### config.mk
export PLATFORM = sky130hd
export DESIGN_NAME = chirp_capture_top
export DESIGN_NICKNAME = d
export VERILOG_FILES = /design/src/dds_pkg.sv /design/src/capture_pkg.sv /design/src/chirp_sawtooth_gen.sv /design/src/loopback_path.sv /design/src/capture_ctrl.sv /design/src/capture_word_builder.sv /design/src/capture_fifo.sv /design/src/chirp_capture_top.sv
export SDC_FILE = /design/constraint.sdc
export NUM_CORES = 2
export LEC_CHECK = 0
export ABC_CLOCK_PERIOD_IN_PS = 11200
export BUFFER_PORTS_ARGS = -buffer_cell sky130_fd_sc_hd__buf_2
export CAP_MARGIN = 20
export CORE_ASPECT_RATIO = 0.9
export CORE_UTILIZATION = 45
export DETAILED_ROUTE_END_ITERATION = 8
export PLACE_DENSITY = 0.64
export SYNTH_ARGS = -nofsm -noshare
export SYNTH_HDL_FRONTEND = slang
export SYNTH_SLANG_ARGS = --single-unit
export TNS_END_PERCENT = 5
### constraint.sdc
create_clock -name clk_245_76MHz -period 11.2 [get_ports clk_245_76MHz]
set_clock_uncertainty 0.2 [all_clocks]
set_input_delay 2.24 -clock clk_245_76MHz [delete_from_list [all_inputs] [get_ports clk_245_76MHz]]
set_output_delay 2.24 -clock clk_245_76MHz [all_outputs]
set_load 0.02 [all_outputs]
### src/dds_pkg.sv
`default_nettype none

package dds_pkg;

  // chirp settings, held by the host for the whole sweep
  typedef struct packed {
    // start frequency, loaded on init
    logic [31:0] freq_offset;
    // frequency step added every active cycle
    logic [31:0] tuning_word_coeff;
    // sweep length in active cycles
    logic [31:0] count_max;
  } chirp_cfg_t;

  typedef struct packed {
    logic ready;
    logic active;
    logic done;
  } chirp_status_t;

  // one converter sample, I in the upper half
  typedef struct packed {
    logic signed [15:0] i;
    logic signed [15:0] q;
  } iq_sample_t;

endpackage

`default_nettype wire

### src/capture_pkg.sv
`default_nettype none

package capture_pkg;

  // lane source codes, as carried in the control word
  typedef enum logic [1:0] {
    ROUTE_ADC_IQ     = 2'd0,
    ROUTE_DAC_IQ     = 2'd1,
    ROUTE_SAMPLE_CNT = 2'd2,
    ROUTE_GLBL_CNT   = 2'd3
  } route_t;

  typedef struct packed {
    logic [25:0] reserved_hi;
    route_t      route_upper;
    logic [1:0]  reserved_lo;
    route_t      route_lower;
  } ctrl_word_t;

  // one 32-bit lane, either a sample pair or a counter value
  typedef union packed {
    dds_pkg::iq_sample_t iq;
    logic [31:0]         count;
  } lane_word_u;

  typedef struct packed {
    // upper lane in 63:32, lower lane in 31:0
    logic [63:0] data;
    logic        first;
    logic        last;
  } capture_beat_t;

  typedef enum logic [1:0] {
    BEAT_HEADER  = 2'd0,
    BEAT_DATA    = 2'd1,
    BEAT_TRAILER = 2'd2
  } beat_kind_t;

endpackage

`default_nettype wire

### src/chirp_sawtooth_gen.sv
`timescale 1ns/100ps
`default_nettype none

module chirp_sawtooth_gen (
  input  wire logic                clk_245_76MHz,
  input  wire logic                cpu_reset,
  input  wire logic                chirp_init_i,
  input  wire logic                chirp_enable_i,
  input  wire dds_pkg::chirp_cfg_t cfg_i,
  output dds_pkg::chirp_status_t   status_o,
  output dds_pkg::iq_sample_t      sample_o
);
  import dds_pkg::*;

  logic [31:0] phase_r;
  logic [31:0] freq_r;
  logic [31:0] count_r;
  logic [31:0] count_nxt;
  logic        active_r;
  logic        done_r;

  assign count_nxt = count_r + 32'd1;

  always_ff @(posedge clk_245_76MHz) begin
    if (cpu_reset) begin
      phase_r  <= '0;
      freq_r   <= '0;
      count_r  <= '0;
      active_r <= 1'b0;
      done_r   <= 1'b0;
    end else begin
      // done is a single-cycle pulse
      done_r <= 1'b0;
      if (chirp_init_i) begin
        phase_r  <= '0;
        freq_r   <= cfg_i.freq_offset;
        count_r  <= '0;
        active_r <= 1'b1;
      end else if (active_r && chirp_enable_i) begin
        // linear chirp: phase ramps by freq, freq ramps by coeff
        phase_r <= phase_r + freq_r;
        freq_r  <= freq_r + cfg_i.tuning_word_coeff;
        count_r <= count_nxt;
        if (count_nxt == cfg_i.count_max) begin
          active_r <= 1'b0;
          done_r   <= 1'b1;
        end
      end
    end
  end

  assign status_o.ready  = ~active_r;
  assign status_o.active = active_r;
  assign status_o.done   = done_r;

  // sawtooth straight from the phase, Q a quarter turn ahead
  assign sample_o.i = phase_r[31:16];
  assign sample_o.q = phase_r[31:16] + 16'h4000;

endmodule

`default_nettype wire

### src/loopback_path.sv
`timescale 1ns/100ps
`default_nettype none

module loopback_path #(
  parameter int ADC_DELAY = 16
) (
  input  wire logic                clk_245_76MHz,
  input  wire logic                cpu_reset,
  input  wire dds_pkg::iq_sample_t dac_sample_i,
  output dds_pkg::iq_sample_t      dac_sample_rr_o,
  output dds_pkg::iq_sample_t      adc_sample_o
);
  import dds_pkg::*;

  // two register stages on the DAC side of the card
  iq_sample_t dac_r;
  iq_sample_t dac_rr;
  // adc return, one stage of halving plus ADC_DELAY stages of latency
  iq_sample_t adc_dly [ADC_DELAY+1];

  always_ff @(posedge clk_245_76MHz) begin
    if (cpu_reset) begin
      dac_r  <= '0;
      dac_rr <= '0;
      for (int k = 0; k <= ADC_DELAY; k++) begin
        adc_dly[k] <= '0;
      end
    end else begin
      dac_r  <= dac_sample_i;
      dac_rr <= dac_r;
      // analog loss modelled as a 6 dB drop, sign kept
      adc_dly[0].i <= dac_rr.i >>> 1;
      adc_dly[0].q <= dac_rr.q >>> 1;
      for (int k = 1; k <= ADC_DELAY; k++) begin
        adc_dly[k] <= adc_dly[k-1];
      end
    end
  end

  assign dac_sample_rr_o = dac_rr;
  assign adc_sample_o    = adc_dly[ADC_DELAY];

endmodule

`default_nettype wire

### src/capture_ctrl.sv
`timescale 1ns/100ps
`default_nettype none

module capture_ctrl #(
  parameter int FLUSH_CYCLES = 3,
  parameter int ALIGN_LOG2   = 3
) (
  input  wire logic          clk_245_76MHz,
  input  wire logic          cpu_reset,
  input  wire logic          adc_enable_i,
  input  wire logic          chirp_init_i,
  output logic               wr_en_o,
  output capture_pkg::beat_kind_t beat_kind_o
);
  import capture_pkg::*;

  localparam int FLUSH_W = (FLUSH_CYCLES > 0) ? $clog2(FLUSH_CYCLES + 1) : 1;

  typedef enum logic [1:0] {
    ST_IDLE,
    ST_RUN,
    ST_PAD
  } ctrl_state_t;

  ctrl_state_t          state;
  logic                 en_r;
  logic [FLUSH_W-1:0]   flush_cnt;
  logic [ALIGN_LOG2-1:0] word_cnt;
  logic [ALIGN_LOG2-1:0] align_cnt;
  logic [ALIGN_LOG2-1:0] pad_cnt;
  logic                 window_live;

  // pads still owed before the trailer, so header..trailer fills whole bursts
  assign pad_cnt = ~word_cnt;

  // data keeps flowing while enabled or still flushing
  assign window_live = en_r || (flush_cnt != '0);

  always_ff @(posedge clk_245_76MHz) begin
    if (cpu_reset) begin
      en_r      <= 1'b0;
      flush_cnt <= '0;
    end else begin
      en_r <= adc_enable_i;
      // (re)arm on enable falling edge or a new chirp
      if (chirp_init_i || (en_r && !adc_enable_i)) begin
        flush_cnt <= FLUSH_W'(FLUSH_CYCLES);
      end else if (flush_cnt != '0) begin
        flush_cnt <= flush_cnt - 1'b1;
      end
    end
  end

  always_ff @(posedge clk_245_76MHz) begin
    if (cpu_reset) begin
      state       <= ST_IDLE;
      wr_en_o     <= 1'b0;
      beat_kind_o <= BEAT_DATA;
      word_cnt    <= '0;
      align_cnt   <= '0;
    end else begin
      wr_en_o <= 1'b0;
      case (state)
        ST_IDLE: begin
          // frame opens with the header
          if (en_r) begin
            wr_en_o     <= 1'b1;
            beat_kind_o <= BEAT_HEADER;
            word_cnt    <= ALIGN_LOG2'(1);
            state       <= ST_RUN;
          end
        end
        ST_RUN: begin
          wr_en_o  <= 1'b1;
          word_cnt <= word_cnt + 1'b1;
          if (window_live) begin
            beat_kind_o <= BEAT_DATA;
          end else if (pad_cnt == '0) begin
            // already aligned, close right away
            beat_kind_o <= BEAT_TRAILER;
            state       <= ST_IDLE;
          end else begin
            // first pad word goes out now
            beat_kind_o <= BEAT_DATA;
            align_cnt   <= pad_cnt - 1'b1;
            state       <= ST_PAD;
          end
        end
        ST_PAD: begin
          wr_en_o <= 1'b1;
          if (align_cnt == '0) begin
            beat_kind_o <= BEAT_TRAILER;
            state       <= ST_IDLE;
          end else begin
            beat_kind_o <= BEAT_DATA;
            align_cnt   <= align_cnt - 1'b1;
          end
        end
        default: begin
          state <= ST_IDLE;
        end
      endcase
    end
  end

endmodule

`default_nettype wire

### src/capture_word_builder.sv
`timescale 1ns/100ps
`default_nettype none

module capture_word_builder (
  input  wire logic                    clk_245_76MHz,
  input  wire logic                    cpu_reset,
  input  wire capture_pkg::ctrl_word_t ctrl_word_i,
  input  wire dds_pkg::iq_sample_t     adc_sample_i,
  input  wire dds_pkg::iq_sample_t     dac_sample_i,
  input  wire logic                    wr_en_i,
  input  wire capture_pkg::beat_kind_t beat_kind_i,
  output capture_pkg::capture_beat_t   beat_o,
  output logic                         beat_valid_o
);
  import dds_pkg::*;
  import capture_pkg::*;

  logic [31:0] glbl_cnt;
  logic [31:0] sample_cnt;
  route_t      route_lower_r;
  route_t      route_upper_r;
  lane_word_u  lane_lower;
  lane_word_u  lane_upper;

  // one lane mux, shared by both halves of the word
  function automatic lane_word_u pick_lane(input route_t route, input iq_sample_t adc,
                                           input iq_sample_t dac, input logic [31:0] s_cnt,
                                           input logic [31:0] g_cnt);
    lane_word_u w;
    case (route)
      ROUTE_ADC_IQ:     w.iq = adc;
      ROUTE_DAC_IQ:     w.iq = dac;
      ROUTE_SAMPLE_CNT: w.count = s_cnt;
      default:          w.count = g_cnt;
    endcase
    return w;
  endfunction

  always_ff @(posedge clk_245_76MHz) begin
    if (cpu_reset) begin
      glbl_cnt      <= '0;
      sample_cnt    <= '0;
      route_lower_r <= ROUTE_ADC_IQ;
      route_upper_r <= ROUTE_ADC_IQ;
      beat_valid_o  <= 1'b0;
    end else begin
      // free running timebase
      glbl_cnt <= glbl_cnt + 32'd1;
      // counts every word pushed toward the FIFO
      if (wr_en_i) begin
        sample_cnt <= sample_cnt + 32'd1;
      end
      route_lower_r <= ctrl_word_i.route_lower;
      route_upper_r <= ctrl_word_i.route_upper;
      beat_valid_o  <= wr_en_i;
    end
  end

  assign lane_lower = pick_lane(route_lower_r, adc_sample_i, dac_sample_i, sample_cnt, glbl_cnt);
  assign lane_upper = pick_lane(route_upper_r, adc_sample_i, dac_sample_i, sample_cnt, glbl_cnt);

  // payload stage
  always_ff @(posedge clk_245_76MHz) begin
    if (beat_kind_i == BEAT_DATA) begin
      beat_o.data <= {lane_upper, lane_lower};
    end else begin
      // header and trailer carry timestamps instead of samples
      beat_o.data <= {glbl_cnt, sample_cnt};
    end
    beat_o.first <= (beat_kind_i == BEAT_HEADER);
    beat_o.last  <= (beat_kind_i == BEAT_TRAILER);
  end

endmodule

`default_nettype wire

### src/capture_fifo.sv
`timescale 1ns/100ps
`default_nettype none

module capture_fifo #(
  parameter int FIFO_DEPTH_LOG2 = 5
) (
  input  wire logic                       clk_245_76MHz,
  input  wire logic                       cpu_reset,
  input  wire capture_pkg::capture_beat_t beat_i,
  input  wire logic                       beat_valid_i,
  output capture_pkg::capture_beat_t      m_beat_o,
  output logic                            m_valid_o,
  input  wire logic                       m_ready_i,
  output logic                            overflow_o
);
  import capture_pkg::*;

  localparam int DEPTH = 2 ** FIFO_DEPTH_LOG2;

  capture_beat_t              mem [DEPTH];
  // extra msb tells full from empty
  logic [FIFO_DEPTH_LOG2:0]   wr_ptr;
  logic [FIFO_DEPTH_LOG2:0]   rd_ptr;
  logic                       empty;
  logic                       full;
  logic                       push;
  logic                       pop;

  assign empty = (wr_ptr == rd_ptr);
  assign full  = (wr_ptr[FIFO_DEPTH_LOG2] != rd_ptr[FIFO_DEPTH_LOG2]) &&
                 (wr_ptr[FIFO_DEPTH_LOG2-1:0] == rd_ptr[FIFO_DEPTH_LOG2-1:0]);
  // no back-pressure upstream, a push into a full FIFO is lost
  assign push  = beat_valid_i && !full;
  assign pop   = m_valid_o && m_ready_i;

  always_ff @(posedge clk_245_76MHz) begin
    if (push) begin
      mem[wr_ptr[FIFO_DEPTH_LOG2-1:0]] <= beat_i;
    end
  end

  always_ff @(posedge clk_245_76MHz) begin
    if (cpu_reset) begin
      wr_ptr     <= '0;
      rd_ptr     <= '0;
      overflow_o <= 1'b0;
    end else begin
      if (push) begin
        wr_ptr <= wr_ptr + 1'b1;
      end
      if (pop) begin
        rd_ptr <= rd_ptr + 1'b1;
      end
      // sticky until reset
      if (beat_valid_i && full) begin
        overflow_o <= 1'b1;
      end
    end
  end

  // head entry holds until popped
  assign m_valid_o = !empty;
  assign m_beat_o  = mem[rd_ptr[FIFO_DEPTH_LOG2-1:0]];

endmodule

`default_nettype wire

### src/chirp_capture_top.sv
`timescale 1ns/100ps
`default_nettype none

module chirp_capture_top #(
  parameter int ADC_DELAY       = 16,
  parameter int FLUSH_CYCLES    = 3,
  parameter int ALIGN_LOG2      = 3,
  parameter int FIFO_DEPTH_LOG2 = 5
) (
  input  wire logic                    clk_245_76MHz,
  input  wire logic                    cpu_reset,
  input  wire logic                    chirp_init_i,
  input  wire logic                    chirp_enable_i,
  input  wire logic                    adc_enable_i,
  input  wire dds_pkg::chirp_cfg_t     chirp_cfg_i,
  input  wire capture_pkg::ctrl_word_t ctrl_word_i,
  output dds_pkg::chirp_status_t       chirp_status_o,
  output capture_pkg::capture_beat_t   m_beat_o,
  output logic                         m_valid_o,
  input  wire logic                    m_ready_i,
  output logic                         overflow_o
);
  import dds_pkg::*;
  import capture_pkg::*;

  iq_sample_t    dac_sample;
  iq_sample_t    dac_sample_rr;
  iq_sample_t    adc_sample;
  logic          wr_en;
  beat_kind_t    beat_kind;
  capture_beat_t beat;
  logic          beat_valid;

  chirp_sawtooth_gen u_chirp_sawtooth_gen (
    .clk_245_76MHz  (clk_245_76MHz),
    .cpu_reset      (cpu_reset),
    .chirp_init_i   (chirp_init_i),
    .chirp_enable_i (chirp_enable_i),
    .cfg_i          (chirp_cfg_i),
    .status_o       (chirp_status_o),
    .sample_o       (dac_sample)
  );

  // converter card stand-in
  loopback_path #(
    .ADC_DELAY (ADC_DELAY)
  ) u_loopback_path (
    .clk_245_76MHz   (clk_245_76MHz),
    .cpu_reset       (cpu_reset),
    .dac_sample_i    (dac_sample),
    .dac_sample_rr_o (dac_sample_rr),
    .adc_sample_o    (adc_sample)
  );

  capture_ctrl #(
    .FLUSH_CYCLES (FLUSH_CYCLES),
    .ALIGN_LOG2   (ALIGN_LOG2)
  ) u_capture_ctrl (
    .clk_245_76MHz (clk_245_76MHz),
    .cpu_reset     (cpu_reset),
    .adc_enable_i  (adc_enable_i),
    .chirp_init_i  (chirp_init_i),
    .wr_en_o       (wr_en),
    .beat_kind_o   (beat_kind)
  );

  capture_word_builder u_capture_word_builder (
    .clk_245_76MHz (clk_245_76MHz),
    .cpu_reset     (cpu_reset),
    .ctrl_word_i   (ctrl_word_i),
    .adc_sample_i  (adc_sample),
    .dac_sample_i  (dac_sample_rr),
    .wr_en_i       (wr_en),
    .beat_kind_i   (beat_kind),
    .beat_o        (beat),
    .beat_valid_o  (beat_valid)
  );

  capture_fifo #(
    .FIFO_DEPTH_LOG2 (FIFO_DEPTH_LOG2)
  ) u_capture_fifo (
    .clk_245_76MHz (clk_245_76MHz),
    .cpu_reset     (cpu_reset),
    .beat_i        (beat),
    .beat_valid_i  (beat_valid),
    .m_beat_o      (m_beat_o),
    .m_valid_o     (m_valid_o),
    .m_ready_i     (m_ready_i),
    .overflow_o    (overflow_o)
  );

endmodule

`default_nettype wire

==> qor.txt <==
Tcrit/Tclk final - 63.5%
post-route setup TNS - 0 ps
Max FO, Critical Path - 93
wirelength, routed - 254,000 um
WP data required - 8760 ps
TritonCTS Buffers - 283
Post-CTS Hold Buffers - 0
RePlAce Congestion - 0.899
Reg-to-Reg End - u_capture_fifo.mem[2][50]
critical path's slowest cell - dfxtp_4
Final Hold Viols - 0
Crit. End Element - primary output
core region area - 0.228 mm2
hold path startpoint - u_loopback_path.adc_dly[0][179]
ys async rst share - 0%
Setup Buffers After CTS - 0
met1 Resource Use GR - 30.6%
CTS Root Cell - clkbuf_16
Post-Syn Nets - 5,892
critical path arrival - 4670 ps
post-synthesis instance total - 5,678
leakage power - 37.8 nW
input/output buffers - 176
Post-synth EDFFs - 2,112
share of cells above drive strength 1 - 23.6%
cells on worst reg2reg path - 8
cell taking the most area after synthesis - edfxtp_1
Hold Crit Class - flop to flop
Cell variety after synth - 82
Synth Cell Area - 0.104 mm2
largest cells by area after synthesis - edfxtp_1, mux4_2, dfxtp_1, nor2b_1, nor2_1
Ys Warns - 0
crit-path max cell delay - 910 ps
CTS Buffer Depth - 4
Largest delay share family, worst path - multiplexers
Max Clk Rate - 0.141 GHz
first-pass GRT wire length - 368,000 um
# setup viols final - 0
DRT iter0 DRCs - 6,168
initial antenna violation count - 30
Die W - 508 um
Final WS setup - 4090 ps
cell repeated most along the worst path - mux4_2
Detail Route Antenna Nets - 0
Initial Util - 45.4%
Clock Pin Slew Worst Setup and Hold Paths - 60 ps
R2R Path Start - u_capture_fifo.wr_ptr[4]
NumNets Final - 6,169
critical path endpoint - m_beat_o[47]
P&R area growth vs syn - 13.0%
DP Wirelength - 136,000 um
CTS tree - built
grt total ovfl - 0
Row Count - 166
Synth top area share - 61.2%
status - finished clean
Vias - 53.4k
# resized after CTS - 0
Clock Sinks - 2,702
WS Path Type - flop to primary output
Seq/Total Area, Yosys - 72.6%
Tot GR Track Use - 21.8%
cells along the critical path - buf_4 > buf_12 > mux4_2 > mux4_2 > mux2_2 > buf_2
Crit. path cell count - 6
drt wl/cell - 27.6 um
Final min period - 7110 ps
largest net degree at the start of global routing - 233
Max IR drop VDD - 0.000159 V
Initial DRT Pass Iterations - 6
clock insertion delay at the later pin of the skew report - 900 ps
Slew Viols, Final - 0
Rel. slew slack - 16.3%
FF-to-FF setup slack - 6260 ps
GR Layer Usage met2 - 35.3%
Worst Setup Slack post-DPL - 4890 ps
unrepaired setup endpoints after global routing - no
Post-route DRC - 0
DIE AREA - 0.232 mm2
grt met3 use - 3.68%
Slew @ Worst Pin - 1260 ps
synthesized area per cell - 18.3 um2
Die Y - 457 um
vias in the first global route - 52.9k
Top FF cell, synth - edfxtp_1
Ports - 205
total of max-cap violations - 0
H-tree levels - 5
Pwr per Cell Area - 181 mW/mm2
startpoint types - flop
Yosys reg bits - 2,702
Critical path buffers and inverters - 3
gr busiest metal - met2
Via density - 5.81
[flip-flops by register name (all words and copies together) (netlist names), 2 cells and up, named ones only]
name / cells
u_capture_fifo.mem: 2112
u_loopback_path.adc_dly: 289
u_capture_word_builder.beat_o: 66
u_capture_word_builder.glbl_cnt: 32
u_capture_word_builder.sample_cnt: 32
u_chirp_sawtooth_gen.count_r: 32
u_chirp_sawtooth_gen.freq_r: 32
u_chirp_sawtooth_gen.phase_r: 32
u_loopback_path.dac_r: 18
u_loopback_path.dac_sample_rr_o: 18
u_capture_fifo.rd_ptr: 6
u_capture_fifo.wr_ptr: 6
u_capture_ctrl.align_cnt: 3
u_capture_ctrl.word_cnt: 3
u_capture_ctrl.beat_kind_o: 2
u_capture_ctrl.flush_cnt: 2
u_capture_ctrl.state: 2
u_capture_word_builder.route_lower_r: 2
u_capture_word_builder.route_upper_r: 2
[per-stage QoR]
stage	area (um2)	cells	utilization (%)	total power, W	hold slack (ps)
6_report	117000	9192	51.3	0.0212	183
2_1_floorplan	104000	5678	-	0.0121	214
4_1_cts	117000	9177	51.3	0.0214	193
5_1_grt	117000	9186	51.3	0.0219	213
3_5_place_dp	108000	8690	47.5	0.0126	220
3_3_place_gp	108000	8688	47.5	0.0125	216
[area by class of cell]
| class | instances | area [um2] |
|---|---|---|
| antenna | 11 | 27.5 |
| timing repair buffer | 286 | 1930 |
| fill | 18100 | 111000 |
| inverter | 47 | 181 |
| sequential | 2702 | 75300 |
| clock inverter | 91 | 817 |
| multi-input combinational | 2635 | 27400 |
| tap | 3024 | 3780 |
| clock buffer | 396 | 7840 |
[worst register-to-register path, stage by stage (launching register included)]
cell      delay (ps)
dfxtp_1          610
xnor2_1          120
nand3_1          110
nor3_1            70
a21boi_1         460
nand2_1          650
nor2_4          1060
buf_4            640
buf_4            650
[placed cells by master, fill, tap and decap left out, drive strengths merged, types with 9 or more instances in the layout]
| cell type | instances |
|---|---|
| and3 | 25 |
| clkbuf | 397 |
| or2 | 9 |
| a211oi | 26 |
| xnor2 | 80 |
| mux2i | 19 |
| clkinv | 64 |
| o21ai | 109 |
| buf | 285 |
| dfxtp | 590 |
| nand3 | 65 |
| xor2 | 95 |
| o21a | 14 |
| nand4 | 24 |
| mux2 | 67 |
| nand2 | 202 |
| nor2 | 312 |
| inv | 55 |
| mux4 | 660 |
| nor2b | 348 |
| ha | 78 |
| a21oi | 221 |
| or3 | 28 |
| a31oi | 15 |
| edfxtp | 2112 |
| nor3 | 47 |
| a21o | 31 |
| diode | 11 |
| nand2b | 27 |
| and2 | 9 |
| bufinv | 14 |
[power by group]
part           switching [W]  internal (W)  leakage [nW]  total, W
Sequential          0.000196        0.0109          24.2    0.0111
Combinational       0.000629      0.000573          9.34   0.00120
Clock                0.00371       0.00519          4.23   0.00891
[routing by layer]
| metal | part of all wire, % | routed length, um |
|---|---|---|
| met1 | 42 | 107000 |
| met2 | 48 | 123000 |
| met3 | 6.9 | 17600 |
| met4 | 2.6 | 6680 |
| met5 | 0.067 | 170 |
[worst min-delay path by stage]
stage | end | slack, ps | cells past startpoint
finish | u_loopback_path.adc_dly[0][211] | 180 | 1
detailed placement | u_loopback_path.adc_dly[0][273] | 220 | 1
floorplan | u_loopback_path.adc_dly[0][109] | 210 | 1
CTS | u_loopback_path.adc_dly[0][211] | 190 | 1
global route | u_loopback_path.adc_dly[0][211] | 210 | 1
global placement | u_loopback_path.adc_dly[0][308] | 220 | 1
[cells by family (layout without fill, tap and decap cells)]
family	after synthesis	after routing	share of synthesized area [%]
flip-flops	2702	2702	72.6
AND/OR/NAND/NOR	1137	1137	5.56
multiplexers	746	746	15.2
AO/OA/AOI/OAI	497	497	2.89
buffers and inverters	341	820	1.29
XOR/XNOR	175	175	1.48
adder cells (fa/ha/maj)	80	80	0.980
other	0	11	0
[synth_stat cells, drive strengths merged, types with 69 or more instances]
library cell  number
edfxtp          2112
mux4             660
dfxtp            590
nor2b            348
nor2             312
clkbuf           224
a21oi            221
nand2            202
o21ai            109
xor2              95
xnor2             80
ha                78
buf               69
No activity file was read; power rests on OpenSTA's default activity.
